## src/common/apb_sub_config.svh

```systemverilog
`ifndef APB_SUB_CONFIG_SVH
`define APB_SUB_CONFIG_SVH

// Bus widths
`define APB_SUB_ADDR_W 12
`define APB_SUB_DATA_W 32

// Peripheral sizes
`define APB_SUB_NUM_GPIO 8
`define APB_SUB_NUM_PWM 4

// Address map, every region has the same size
`define APB_SUB_GPIO_BASE 'h000
`define APB_SUB_PWM_BASE 'h100
`define APB_SUB_REG_BASE 'h200
`define APB_SUB_REGION_SIZE 'h100

`endif

```

## src/common/apb_sub_pkg.sv

```systemverilog
`include "apb_sub_config.svh"

package apb_sub_pkg;

   typedef logic [`APB_SUB_ADDR_W-1:0] addr_t;
   typedef logic [`APB_SUB_DATA_W-1:0] data_t;

   // Host request port
   typedef struct packed {
      addr_t addr;
      data_t wdata;
      logic  write;
   } host_req_t;

   typedef struct packed {
      data_t rdata;
      logic  error;
   } host_rsp_t;

   // APB master to slave
   typedef struct packed {
      addr_t paddr;
      data_t pwdata;
      logic  pwrite;
      logic  psel;
      logic  penable;
   } apb_req_t;

   // APB slave to master
   typedef struct packed {
      data_t prdata;
      logic  pready;
      logic  pslverr;
   } apb_rsp_t;

   // External pad-configuration bus
   typedef struct packed {
      addr_t addr;
      data_t wdata;
      logic  write;
      logic  valid;
   } reg_req_t;

   typedef struct packed {
      data_t rdata;
      logic  error;
      logic  ready;
   } reg_rsp_t;

endpackage

```

## src/gpio/apb_gpio.sv

```systemverilog
`timescale 1ns/1ns
`include "apb_sub_config.svh"

module apb_gpio (
   input  logic                         clk_i,
   input  logic                         arst_n_i,
   input  apb_sub_pkg::apb_req_t        apb_req_i,
   output apb_sub_pkg::apb_rsp_t        apb_rsp_o,
   input  logic [`APB_SUB_NUM_GPIO-1:0] gpio_i,
   output logic [`APB_SUB_NUM_GPIO-1:0] gpio_o,
   output logic [`APB_SUB_NUM_GPIO-1:0] gpio_dir_o
);

   localparam int NUM_GPIO = `APB_SUB_NUM_GPIO;
   localparam int OFFS_W   = $clog2(`APB_SUB_REGION_SIZE);

   localparam logic [OFFS_W-1:0] REG_DIR = 'h0;
   localparam logic [OFFS_W-1:0] REG_OUT = 'h4;
   localparam logic [OFFS_W-1:0] REG_IN  = 'h8;

   logic [OFFS_W-1:0]   offset;
   logic                access;
   logic                wr_en;
   logic [NUM_GPIO-1:0] dir_q;
   logic [NUM_GPIO-1:0] out_q;
   logic [NUM_GPIO-1:0] sync_q;
   logic [NUM_GPIO-1:0] in_q;

   assign offset = apb_req_i.paddr[OFFS_W-1:0];
   assign access = apb_req_i.psel & apb_req_i.penable;
   assign wr_en  = access & apb_req_i.pwrite;

   assign gpio_o     = out_q;
   assign gpio_dir_o = dir_q;

   always_ff @(posedge clk_i or negedge arst_n_i) begin
      if (!arst_n_i) begin
         dir_q  <= '0;
         out_q  <= '0;
         sync_q <= '0;
         in_q   <= '0;
      end else begin
         // two flops against metastability on the pad inputs
         sync_q <= gpio_i;
         in_q   <= sync_q;
         if (wr_en) begin
            case (offset)
               REG_DIR: dir_q <= apb_req_i.pwdata[NUM_GPIO-1:0];
               REG_OUT: out_q <= apb_req_i.pwdata[NUM_GPIO-1:0];
               default: ;
            endcase
         end
      end
   end

   // No wait states
   always_comb begin
      apb_rsp_o.prdata  = '0;
      apb_rsp_o.pready  = access;
      apb_rsp_o.pslverr = 1'b0;
      case (offset)
         REG_DIR: apb_rsp_o.prdata = apb_sub_pkg::data_t'(dir_q);
         REG_OUT: apb_rsp_o.prdata = apb_sub_pkg::data_t'(out_q);
         REG_IN: begin
            apb_rsp_o.prdata  = apb_sub_pkg::data_t'(in_q);
            apb_rsp_o.pslverr = wr_en;
         end
         default: apb_rsp_o.pslverr = access;
      endcase
   end

endmodule

```

## src/pwm/apb_pwm_timer.sv

```systemverilog
`timescale 1ns/1ns
`include "apb_sub_config.svh"

module apb_pwm_timer (
   input  logic                        clk_i,
   input  logic                        arst_n_i,
   input  apb_sub_pkg::apb_req_t       apb_req_i,
   output apb_sub_pkg::apb_rsp_t       apb_rsp_o,
   output logic [`APB_SUB_NUM_PWM-1:0] pwm_o
);

   localparam int NUM_CH = `APB_SUB_NUM_PWM;
   localparam int OFFS_W = $clog2(`APB_SUB_REGION_SIZE);
   localparam int CH_W   = $clog2(NUM_CH);

   localparam logic [OFFS_W-1:0] REG_ENABLE = 'hF0;

   logic [OFFS_W-1:0]  offset;
   logic [CH_W-1:0]    ch_sel;
   logic               access;
   logic               wr_en;
   logic               is_ch;
   logic               is_en;
   logic               enable_q;
   apb_sub_pkg::data_t period_q [NUM_CH];
   apb_sub_pkg::data_t duty_q   [NUM_CH];
   apb_sub_pkg::data_t cnt_q    [NUM_CH];

   // Channel n sits at 8n (period) and 8n+4 (duty)
   assign offset = apb_req_i.paddr[OFFS_W-1:0];
   assign ch_sel = offset[3 +: CH_W];
   assign is_ch  = (offset[1:0] == 2'b00) && (offset[OFFS_W-1:3] < NUM_CH);
   assign is_en  = (offset == REG_ENABLE);
   assign access = apb_req_i.psel & apb_req_i.penable;
   assign wr_en  = access & apb_req_i.pwrite;

   always_ff @(posedge clk_i or negedge arst_n_i) begin
      if (!arst_n_i) begin
         enable_q <= 1'b0;
         for (int n = 0; n < NUM_CH; n++) begin
            period_q[n] <= '0;
            duty_q[n]   <= '0;
         end
      end else if (wr_en) begin
         if (is_en) begin
            enable_q <= apb_req_i.pwdata[0];
         end else if (is_ch && offset[2]) begin
            duty_q[ch_sel] <= apb_req_i.pwdata;
         end else if (is_ch) begin
            period_q[ch_sel] <= apb_req_i.pwdata;
         end
      end
   end

   // Counters free-run 0 .. period-1 and sit at zero while disabled
   always_ff @(posedge clk_i or negedge arst_n_i) begin
      if (!arst_n_i) begin
         for (int n = 0; n < NUM_CH; n++) begin
            cnt_q[n] <= '0;
         end
      end else begin
         for (int n = 0; n < NUM_CH; n++) begin
            if (!enable_q || (period_q[n] == '0) || (cnt_q[n] >= period_q[n] - 1'b1)) begin
               cnt_q[n] <= '0;
            end else begin
               cnt_q[n] <= cnt_q[n] + 1'b1;
            end
         end
      end
   end

   // duty >= period gives a constant high output
   always_comb begin
      for (int n = 0; n < NUM_CH; n++) begin
         pwm_o[n] = enable_q && (period_q[n] != '0) && (cnt_q[n] < duty_q[n]);
      end
   end

   always_comb begin
      apb_rsp_o.pready  = access;
      apb_rsp_o.pslverr = access && !(is_ch || is_en);
      apb_rsp_o.prdata  = '0;
      if (is_en) begin
         apb_rsp_o.prdata = apb_sub_pkg::data_t'(enable_q);
      end else if (is_ch) begin
         apb_rsp_o.prdata = offset[2] ? duty_q[ch_sel] : period_q[ch_sel];
      end
   end

endmodule

```

## src/apb_master_bridge.sv

```systemverilog
`timescale 1ns/1ns

module apb_master_bridge (
   input  logic                   clk_i,
   input  logic                   arst_n_i,
   input  logic                   req_valid_i,
   output logic                   req_ready_o,
   input  apb_sub_pkg::host_req_t req_i,
   output logic                   rsp_valid_o,
   input  logic                   rsp_ready_i,
   output apb_sub_pkg::host_rsp_t rsp_o,
   output apb_sub_pkg::apb_req_t  apb_req_o,
   input  apb_sub_pkg::apb_rsp_t  apb_rsp_i
);

   typedef enum logic [1:0] {
      ST_IDLE,
      ST_SETUP,
      ST_ACCESS,
      ST_RESPOND
   } state_t;

   state_t                 state_q;
   apb_sub_pkg::host_req_t req_q;
   apb_sub_pkg::host_rsp_t rsp_q;

   // Only one transfer in flight, new requests wait for the response handshake
   assign req_ready_o = (state_q == ST_IDLE);
   assign rsp_valid_o = (state_q == ST_RESPOND);
   assign rsp_o       = rsp_q;

   always_comb begin
      apb_req_o.paddr   = req_q.addr;
      apb_req_o.pwdata  = req_q.wdata;
      apb_req_o.pwrite  = req_q.write;
      apb_req_o.psel    = (state_q == ST_SETUP) || (state_q == ST_ACCESS);
      apb_req_o.penable = (state_q == ST_ACCESS);
   end

   // Setup, access, then the response in the third cycle after acceptance
   always_ff @(posedge clk_i or negedge arst_n_i) begin
      if (!arst_n_i) begin
         state_q <= ST_IDLE;
      end else begin
         case (state_q)
            ST_IDLE: begin
               if (req_valid_i) begin
                  state_q <= ST_SETUP;
               end
            end
            ST_SETUP: begin
               state_q <= ST_ACCESS;
            end
            ST_ACCESS: begin
               // slow slaves stretch the access phase here
               if (apb_rsp_i.pready) begin
                  state_q <= ST_RESPOND;
               end
            end
            default: begin
               if (rsp_ready_i) begin
                  state_q <= ST_IDLE;
               end
            end
         endcase
      end
   end

   always_ff @(posedge clk_i) begin
      if (req_valid_i && req_ready_o) begin
         req_q <= req_i;
      end
      if ((state_q == ST_ACCESS) && apb_rsp_i.pready) begin
         rsp_q.rdata <= apb_rsp_i.prdata;
         rsp_q.error <= apb_rsp_i.pslverr;
      end
   end

endmodule

```

## src/apb_subsystem.sv

```systemverilog
`timescale 1ns/1ns
`include "apb_sub_config.svh"

module apb_subsystem (
   input  logic                          clk_i,
   input  logic                          arst_n_i,
   input  logic                          req_valid_i,
   output logic                          req_ready_o,
   input  apb_sub_pkg::host_req_t        req_i,
   output logic                          rsp_valid_o,
   input  logic                          rsp_ready_i,
   output apb_sub_pkg::host_rsp_t        rsp_o,
   input  logic [`APB_SUB_NUM_GPIO-1:0]  gpio_i,
   output logic [`APB_SUB_NUM_GPIO-1:0]  gpio_o,
   output logic [`APB_SUB_NUM_GPIO-1:0]  gpio_dir_o,
   output logic [`APB_SUB_NUM_PWM-1:0]   pwm_o,
   output apb_sub_pkg::reg_req_t         reg_req_o,
   input  apb_sub_pkg::reg_rsp_t         reg_rsp_i
);

   // Peripheral bus before and after the decoder
   apb_sub_pkg::apb_req_t periph_req;
   apb_sub_pkg::apb_rsp_t periph_rsp;
   apb_sub_pkg::apb_req_t gpio_req;
   apb_sub_pkg::apb_rsp_t gpio_rsp;
   apb_sub_pkg::apb_req_t pwm_req;
   apb_sub_pkg::apb_rsp_t pwm_rsp;
   apb_sub_pkg::apb_req_t padcfg_req;
   apb_sub_pkg::apb_rsp_t padcfg_rsp;

   apb_master_bridge i_apb_master_bridge (
      .clk_i       ( clk_i       ),
      .arst_n_i    ( arst_n_i    ),
      .req_valid_i ( req_valid_i ),
      .req_ready_o ( req_ready_o ),
      .req_i       ( req_i       ),
      .rsp_valid_o ( rsp_valid_o ),
      .rsp_ready_i ( rsp_ready_i ),
      .rsp_o       ( rsp_o       ),
      .apb_req_o   ( periph_req  ),
      .apb_rsp_i   ( periph_rsp  )
   );

   periph_bus_decoder i_periph_bus_decoder (
      .apb_req_i  ( periph_req ),
      .apb_rsp_o  ( periph_rsp ),
      .gpio_req_o ( gpio_req   ),
      .gpio_rsp_i ( gpio_rsp   ),
      .pwm_req_o  ( pwm_req    ),
      .pwm_rsp_i  ( pwm_rsp    ),
      .reg_req_o  ( padcfg_req ),
      .reg_rsp_i  ( padcfg_rsp )
   );

   apb_gpio i_apb_gpio (
      .clk_i      ( clk_i      ),
      .arst_n_i   ( arst_n_i   ),
      .apb_req_i  ( gpio_req   ),
      .apb_rsp_o  ( gpio_rsp   ),
      .gpio_i     ( gpio_i     ),
      .gpio_o     ( gpio_o     ),
      .gpio_dir_o ( gpio_dir_o )
   );

   apb_pwm_timer i_apb_pwm_timer (
      .clk_i     ( clk_i    ),
      .arst_n_i  ( arst_n_i ),
      .apb_req_i ( pwm_req  ),
      .apb_rsp_o ( pwm_rsp  ),
      .pwm_o     ( pwm_o    )
   );

   apb_to_reg i_apb_to_padframecfg (
      .clk_i     ( clk_i      ),
      .arst_n_i  ( arst_n_i   ),
      .apb_req_i ( padcfg_req ),
      .apb_rsp_o ( padcfg_rsp ),
      .reg_req_o ( reg_req_o  ),
      .reg_rsp_i ( reg_rsp_i  )
   );

endmodule

```

## src/apb_to_reg.sv

```systemverilog
`timescale 1ns/1ns
`include "apb_sub_config.svh"

module apb_to_reg (
   input  logic                  clk_i,
   input  logic                  arst_n_i,
   input  apb_sub_pkg::apb_req_t apb_req_i,
   output apb_sub_pkg::apb_rsp_t apb_rsp_o,
   output apb_sub_pkg::reg_req_t reg_req_o,
   input  apb_sub_pkg::reg_rsp_t reg_rsp_i
);

   localparam apb_sub_pkg::addr_t OFFS_MASK =
      apb_sub_pkg::addr_t'(`APB_SUB_REGION_SIZE - 1);

   logic                  access;
   logic                  pending_q;
   apb_sub_pkg::reg_req_t req_now;
   apb_sub_pkg::reg_req_t held_q;

   assign access = apb_req_i.psel & apb_req_i.penable;

   // Pad config bus sees addresses relative to its own region
   always_comb begin
      req_now.addr  = apb_req_i.paddr & OFFS_MASK;
      req_now.wdata = apb_req_i.pwdata;
      req_now.write = apb_req_i.pwrite;
      req_now.valid = access;
   end

   // Once valid is up it stays put until ready, whatever the APB side does
   assign reg_req_o = pending_q ? held_q : req_now;

   always_ff @(posedge clk_i or negedge arst_n_i) begin
      if (!arst_n_i) begin
         pending_q <= 1'b0;
      end else begin
         pending_q <= reg_req_o.valid && !reg_rsp_i.ready;
      end
   end

   always_ff @(posedge clk_i) begin
      if (access && !pending_q) begin
         held_q <= req_now;
      end
   end

   always_comb begin
      apb_rsp_o.prdata  = reg_rsp_i.rdata;
      apb_rsp_o.pready  = access && reg_rsp_i.ready;
      apb_rsp_o.pslverr = access && reg_rsp_i.ready && reg_rsp_i.error;
   end

endmodule

```

## src/periph_bus_decoder.sv

```systemverilog
`timescale 1ns/1ns
`include "apb_sub_config.svh"

module periph_bus_decoder (
   input  apb_sub_pkg::apb_req_t apb_req_i,
   output apb_sub_pkg::apb_rsp_t apb_rsp_o,
   output apb_sub_pkg::apb_req_t gpio_req_o,
   input  apb_sub_pkg::apb_rsp_t gpio_rsp_i,
   output apb_sub_pkg::apb_req_t pwm_req_o,
   input  apb_sub_pkg::apb_rsp_t pwm_rsp_i,
   output apb_sub_pkg::apb_req_t reg_req_o,
   input  apb_sub_pkg::apb_rsp_t reg_rsp_i
);

   logic hit_gpio;
   logic hit_pwm;
   logic hit_reg;

   function automatic logic in_region(input apb_sub_pkg::addr_t addr,
                                      input apb_sub_pkg::addr_t base);
      apb_sub_pkg::addr_t limit;
      limit = base + apb_sub_pkg::addr_t'(`APB_SUB_REGION_SIZE);
      return (addr >= base) && (addr < limit);
   endfunction

   assign hit_gpio = in_region(apb_req_i.paddr, apb_sub_pkg::addr_t'(`APB_SUB_GPIO_BASE));
   assign hit_pwm  = in_region(apb_req_i.paddr, apb_sub_pkg::addr_t'(`APB_SUB_PWM_BASE));
   assign hit_reg  = in_region(apb_req_i.paddr, apb_sub_pkg::addr_t'(`APB_SUB_REG_BASE));

   // Same bus to every slave, psel only on the addressed one
   always_comb begin
      gpio_req_o      = apb_req_i;
      gpio_req_o.psel = apb_req_i.psel & hit_gpio;
      pwm_req_o       = apb_req_i;
      pwm_req_o.psel  = apb_req_i.psel & hit_pwm;
      reg_req_o       = apb_req_i;
      reg_req_o.psel  = apb_req_i.psel & hit_reg;
   end

   always_comb begin
      if (hit_gpio) begin
         apb_rsp_o = gpio_rsp_i;
      end else if (hit_pwm) begin
         apb_rsp_o = pwm_rsp_i;
      end else if (hit_reg) begin
         apb_rsp_o = reg_rsp_i;
      end else begin
         // Unmapped hole answers at once with an error
         apb_rsp_o.prdata  = '0;
         apb_rsp_o.pready  = 1'b1;
         apb_rsp_o.pslverr = 1'b1;
      end
   end

endmodule

```

## config.mk

```make
export PLATFORM = sky130hd
export DESIGN_NAME = apb_subsystem
export DESIGN_NICKNAME = d
export VERILOG_FILES = /design/src/common/apb_sub_pkg.sv /design/src/gpio/apb_gpio.sv /design/src/pwm/apb_pwm_timer.sv /design/src/apb_master_bridge.sv /design/src/apb_subsystem.sv /design/src/apb_to_reg.sv /design/src/periph_bus_decoder.sv
export VERILOG_INCLUDE_DIRS = /design/src /design/src/common
export SDC_FILE = /design/constraint.sdc
export NUM_CORES = 1
export LEC_CHECK = 0
export BUFFER_PORTS_ARGS = -buffer_cell sky130_fd_sc_hd__buf_2
export CAP_MARGIN = 10
export CELL_PAD_IN_SITES_DETAIL_PLACEMENT = 0
export CELL_PAD_IN_SITES_GLOBAL_PLACEMENT = 1
export CORE_MARGIN = 2
export CORE_UTILIZATION = 37
export DETAILED_ROUTE_END_ITERATION = 10
export PLACE_DENSITY_LB_ADDON = 0.1
export SYNTH_ARGS = -nofsm -noshare
export SYNTH_HDL_FRONTEND = slang
export SYNTH_SLANG_ARGS = --single-unit
```

## constraint.sdc

```tcl
create_clock -name clk_i -period 4.9 [get_ports clk_i]
set_input_delay 0.735 -clock clk_i [delete_from_list [all_inputs] [get_ports clk_i]]
set_output_delay 0.735 -clock clk_i [all_outputs]
set_load 0.05 [all_outputs]
```

======== Word-level counts from Yosys, hierarchy flattened ========
Cells that the tools add are included.
cells by class
  eq/ne operators ......................... 8
  muxes and demuxes ....................... 27
  reductions and logical operators ........ 54
  bitwise logic cells ..................... 11
  magnitude comparators ................... 17
  add/subtract/negate cells ............... 8
operator list
  cell                                                   number
  two-way mux 32 bit                                     12
  bitwise mux 128 bit                                    2
  adder 32 x 1 -> 32 bit, second input constant          4
  binary-select mux 32 bit (select 2 bit)                2
  >= comparator 32 bit                                   4
  zero test 32 bit                                       4
  < comparator 32 bit                                    4
  nonzero test 32 bit                                    4
  subtractor 32 x 1 -> 32 bit, second input constant     4
  two-way mux 34 bit                                     3
  demux 32 bit (select 2 bit)                            1
  two-way mux 42 bit                                     1
  < comparator 12 x 10 -> 1 bit, second input constant   2
  case mux 8 bit (3 select lines)                        1
  logical AND 1 bit                                      21
  >= comparator 12 x 1 -> 1 bit, second input constant   1
  >= comparator 12 x 10 -> 1 bit, second input constant  1
  >= comparator 12 x 9 -> 1 bit, second input constant   1
  < comparator 12 x 9 -> 1 bit, second input constant    1
  logical OR 1 bit                                       10
  bitwise AND 1 bit                                      8
  == test 8 x 3 -> 1 bit, second input constant          1
  == test 8 x 4 -> 1 bit, second input constant          1
  == test 8 bit, second input constant                   1
  19 further kinds                                       31
storage, ports and cells
  bits in registers ....................... 540
  output and inout port bits .............. 101

======== Depth between registers and ports, before layout ========
  depth in word-level cells ............... 11
  mapped depth ............................ 17
  mapped depth without buffers ............ 15

======== Modules after synthesis ========
A second synthesis with hierarchy kept.
second synthesis, totals
  cells, all modules ...................... 3,075
  area, all modules ....................... 33,734.9 sq um
by module, submodules not included
  module              cells an instance  area an instance (sq um)  instances
  apb_pwm_timer       2,427              25,594.5                  1
  apb_master_bridge   97                 2,531.2                   1
  apb_to_reg          134                2,314.7                   1
  periph_bus_decoder  296                1,799.2                   1
  apb_gpio            121                1,495.2                   1

======== Least setup slack after synthesis ========
No wires, ideal clock.
  path kind ............................... register to output
  start point ............................. reg i_apb_master_bridge.req_q (netlist bit i_apb_master_bridge.apb_req_o[46])
  end point ............................... out reg_req_o[0] (netlist name)
  arrival ................................. 3.784 ns
  cell stages (with the launch flop) ...... 6
  slack ................................... 0.381 ns
  data required time ...................... 4.165 ns
  cell sequence ........................... edfxtp_1 clkbuf_1 nor4b_1 and3_1 nor2b_1 a21o_1
RTL lines
  element                   RTL line                 text
  start: declaration        apb_master_bridge.sv:24  apb_sub_pkg::host_req_t req_q;
  start signal: assignment  apb_master_bridge.sv:71  req_q <= req_i;
  end: declaration          apb_subsystem.sv:17      output apb_sub_pkg::reg_req_t reg_req_o,

======== Final worst setup path ========
  start point ............................. reg i_apb_pwm_timer.period_q[34] (netlist name)
  end point ............................... reg i_apb_pwm_timer.cnt_q[50] (netlist name)
between the ends
  longest elaborated chain between the ends .. 4
RTL lines
  element                                                          RTL line             text
  start: declaration                                               apb_pwm_timer.sv:25  apb_sub_pkg::data_t period_q [NUM_CH];
  start signal: indexed assignment                                 apb_pwm_timer.sv:50  period_q[ch_sel] <= apb_req_i.pwdata;
  subtractor 32 x 1 -> 32 bit or zero test 32 bit (tied branches)  apb_pwm_timer.sv:63  if (!enable_q || (period_q[n] == '0) || (cnt_q[n] >= period_q[n] - 1'b1)) begin
  >= comparator 32 bit or logical OR 1 bit (tied branches)         apb_pwm_timer.sv:63
  logical OR 1 bit (*)                                             apb_pwm_timer.sv:63
  two-way mux 32 bit (*)                                           apb_pwm_timer.sv:63
  end signal: indexed assignment                                   apb_pwm_timer.sv:66  cnt_q[n] <= cnt_q[n] + 1'b1;
  end: declaration                                                 apb_pwm_timer.sv:27  apb_sub_pkg::data_t cnt_q [NUM_CH];
Every way passes the cells marked *; elsewhere a longest branch is shown, timed or not.
A chain may end at the register's enable or synchronous reset.

==> results summary <==
The run finished with clean final reports. The pin slew with the least headroom to its limit came out at a little over 1 ns. Of all flip-flops after synthesis, the portion carrying an async set or reset was 77.8%. The placed instance count came out at between 4k and 5k.

For the worst flop-to-flop path, the logic depth is 13. The cell type with the largest total area after synthesis is dfrtp_1. The internal reg-to-reg setup slack came out at 0.20 ns. Summed over all cells, the static leakage comes to approximately 0.017 uW. Measured on the finished design, the core utilization comes to a little over two fifths.

The final count of hold timing violations is 0. The setup violation total in the final timing report came out at 0. The number of H-tree levels came out at 3. In this run the worst hold path is classified as in -> async.

The register area share after synthesis is about 45%. The relative slew slack came out at about a third. Counting along the longest clock path gives a buffer depth of 3. Compared with the post-synthesis result, the final layout area differs by 14.6%. The wire length reported by the detailed router is between 100000 and 150000 um. Setup slack closes at around 0.2 ns. The first-pass iteration count of the detailed router is 5. The CTS buffer count came out at 68.

The first global-routing pass estimated 157000 um of wire. The width of the die came out at slightly below 300 um. The clock sink count is 540. The worst setup path is launched from a flip-flop. The count of non-filler cells in the finished layout came out at around 4.3k. The total power per unit cell area came out at between 300 and 400 mW/mm^2. The mean cell area of the mapped netlist is between 10 and 15 sq um.

In the routed design, unresolved DRC markers number 0. After global routing the overflow that remains totals 0. The tool flagged a number of max-cap violations equal to 0. The I/O pin total came out at 192. The setup skew after layout came out at between 0.015 and 0.02 ns. The post-route clock period utilization is 95.9%. For this run, the leading register cell type out of synthesis is dfrtp_1. Dividing the detail-routed wire length by the instance count gives between 20 and 25 um.

The final number of max-transition violations was 0. The mapped netlist covers between 0.03 and 0.04 sq mm. The worst endpoint required time is 5.39 ns.

Along the worst path, the maximum fanout reaches 32. The fraction of synthesized cell area taken by the top area cell type came out at around a third. Summed over all nets, the half-perimeter wirelength after detailed placement is around 80000 um. After routing the design area is between 0.03 and 0.04 sq mm. The number of setup buffers added after CTS came out at 0.

In this run the critical register-to-register path is launched from i_apb_pwm_timer.period_q[34]. The critical path is of the reg -> reg type. Across the VDD grid, the largest voltage drop is between 0.2 and 0.25 mV. The via count of the first global-routing pass was about 24k. The mean number of vias per cell is approximately 5.5. The clock tree from TritonCTS is built. The fraction of layout cells with a size suffix above 1 is just over 20%. The standard cell core area came out at 0.0850 sq mm.

The root buffer cell is clkbuf_16. For this run, the total global-route usage over all layers was measured as approximately a quarter. The setup TNS came out at 0 ns. The clock slew seen by the registers of the worst setup and hold paths came out at approximately 0.060 ns.

The achievable clock frequency came out at roughly 210 MHz. The number of antenna violations at the first check in global routing is 9. Yosys attributes the largest share of cell area to dfrtp_1 33%, edfxtp_1 11%, ha_1 10%. STA classifies the critical path endpoint as a flip-flop. The number of enable-type register cells in the synthesized netlist came out at 120. The row count is approximately 110.

The final net count came out at between 3k and 4k. The die outline area is just under 0.09 sq mm. Setup repair after global routing left no endpoint under its margin. The slowest stage of the critical path is the or4_1 cell. The endpoint of the worst register-to-register path is i_apb_pwm_timer.cnt_q[50]. In this run, synthesis produced a sequential element count of 540. Buffers placed on the I/O ports in this run total between 150 and 200. Counting distinct cell types in the post-synthesis netlist gives 76. The cell count after synthesis came out at slightly below 3k. The initial cell density of the core is a little under two fifths.

The congestion estimate from routability-driven global placement came to 0.874. The detailed router finished its first iteration with about 1.7k violations. The minimum period implied by the final worst setup slack is ~4.7 ns. The count of nets left with antenna violations once routing finished came out at 0.

For the worst setup path, the data arrival time is between 5 and 6 ns. The maximum number of pins on one net before global-route repair came out at between 100 and 150. The number of vias after detailed routing is ~24k. On the worst path, the slowest cell contributes a delay of just under 0.6 ns. The post-place instance area is around 0.034 sq mm. The worst setup timing slack at the placement stage came out at -0.0761 ns. The die is 296 um tall. The clock network latency to the later pin of the worst-skew pair is between 0.6 and 0.7 ns. Traced cell by cell, the critical path runs through or4_1 > nor3b_1 > nand3_1 > or4_1 > xor2_1 > ha_1 > nand3_1 > nor4b_2 > o2111ai_1 > a21oi_1 > or3_1 > buf_12 > nor2_1. During synthesis, Yosys emitted a total of 0 warnings. 0 antenna diodes ended up in the layout.
==> through the flow <==
step	power, uW	hold slack [ns]
after floorplan	6270	0.331
after global placement	6900	0.334
after detailed placement	6920	0.341
after CTS	12300	0.188
after global routing	12500	0.197
final	12100	0.199
==> cells in the mapped netlist, drive strengths merged (3+ instances only) <==
| cell | number |
|---|---|
| a2111oi | 4 |
| a211o | 8 |
| a211oi | 12 |
| a21o | 28 |
| a21oi | 88 |
| a221o | 6 |
| a221oi | 8 |
| a22oi | 14 |
| a41o | 3 |
| and2 | 10 |
| and3 | 16 |
| and4 | 18 |
| buf | 48 |
| clkbuf | 90 |
| dfrtp | 420 |
| edfxtp | 120 |
| ha | 265 |
| inv | 152 |
| mux2 | 207 |
| mux2i | 23 |
| mux4 | 64 |
| nand2 | 260 |
| nand2b | 18 |
| nand3 | 78 |
| nand4 | 70 |
| nor2 | 213 |
| nor2b | 12 |
| nor3 | 88 |
| nor3b | 8 |
| nor4 | 52 |
| nor4b | 5 |
| o2111ai | 3 |
| o211ai | 12 |
| o21ai | 176 |
| o31a | 3 |
| o31ai | 3 |
| o41ai | 3 |
| or2 | 12 |
| or3 | 18 |
| or4 | 41 |
| xnor2 | 115 |
| xor2 | 122 |
==> power by group <==
part / total [uW] / leakage [uW] / switching [uW] / internal [uW]
combinational: 1640 / 0.00866 / 1200 / 441
sequential: 5170 / 0.00694 / 299 / 4870
clock: 5280 / 0.00114 / 2110 / 3180
total: 12100 / 0.0167 / 3610 / 8490
==> cell families after synthesis <==
family	share of synthesized area, %
compound gates	7.46
xor+xnor	6.56
fa+ha+maj	10.5
buf+inv	3.78
flops	44.6
mux	12.6
other cells	0.0118
simple gates	14.5
==> registers in the layout, summed over array words and instances, names as in the netlist <==
| name | cells |
|---|---|
| i_apb_pwm_timer.cnt_q | 128 |
| i_apb_gpio.gpio_o | 8 |
| i_apb_gpio.sync_q | 8 |
| i_apb_gpio.gpio_dir_o | 8 |
| i_apb_pwm_timer.duty_q | 128 |
| i_apb_to_padframecfg.held_q | 42 |
| i_apb_to_padframecfg.pending_q | 1 |
| i_apb_pwm_timer.enable_q | 1 |
| i_apb_master_bridge.apb_req_o | 45 |
| i_apb_master_bridge.state_q | 2 |
| i_apb_master_bridge.rsp_o | 33 |
| i_apb_gpio.in_q | 8 |
| i_apb_pwm_timer.period_q | 128 |
==> critical path: cells and delay by family, from the launching register on <==
family,cells,cell delay (ns)
AO/OA/AOI/OAI,2,0.61
adder cells (fa/ha/maj),1,0.32
XOR/XNOR,1,0.17
buffers and inverters,1,0.20
AND/OR/NAND/NOR,8,2.79
flip-flops,1,0.46
==> worst max path at each step <==
stage / depth (start not counted) / end / slack [ns] / from
after floorplan: 5 / reg_req_o[0] / 0.38 / i_apb_master_bridge.apb_req_o[46]
after global placement: 13 / i_apb_pwm_timer.cnt_q[34] / -0.09 / i_apb_pwm_timer.period_q[34]
after detailed placement: 13 / i_apb_pwm_timer.cnt_q[45] / -0.08 / i_apb_pwm_timer.period_q[34]
after CTS: 13 / i_apb_pwm_timer.cnt_q[56] / 0.14 / i_apb_pwm_timer.period_q[34]
after global routing: 15 / i_apb_pwm_timer.cnt_q[25] / 0.01 / i_apb_pwm_timer.period_q[0]
final: 13 / i_apb_pwm_timer.cnt_q[50] / 0.20 / i_apb_pwm_timer.period_q[34]
==> per-layer routing <==
metal	routed length, um	global-route usage, %	vias to the layer above
met4	3290	7.50	2
met3	6380	4.62	160
met2	44700	34.7	647
met5	17	0	-
met1	52200	36.9	12082
li1	-	-	10989
==> layout make-up <==
type,count,area [sq um]
clock inverters,27,385
flip-flops and latches,540,14100
clock buffers,98,1960
multi-input cells,2116,16400
well taps,1144,1430
inverters,152,571
fillers,8133,48700
repair buffers,234,1370
==> repair_timing <==
action	in CTS	in global routing
setup endpoints to repair	32	0
resized for setup	1	0
hold buffers	0	0
==> placed cells by master, fill, tap and decap left out, types with 23 or more instances in the layout <==
master	count
dfrtp_1	419
ha_1	265
nand2_1	260
nor2_1	210
mux2_2	206
buf_2	186
o21ai_0	176
inv_1	152
xor2_1	122
edfxtp_1	120
xnor2_1	115
a21oi_1	88
nor3_1	86
nand3_1	78
nand4_1	70
clkbuf_16	69
mux4_2	64
nor4_1	49
buf_4	41
or4_1	40
a21o_1	28
mux2i_1	23
Power figures use the tool's default switching activity.
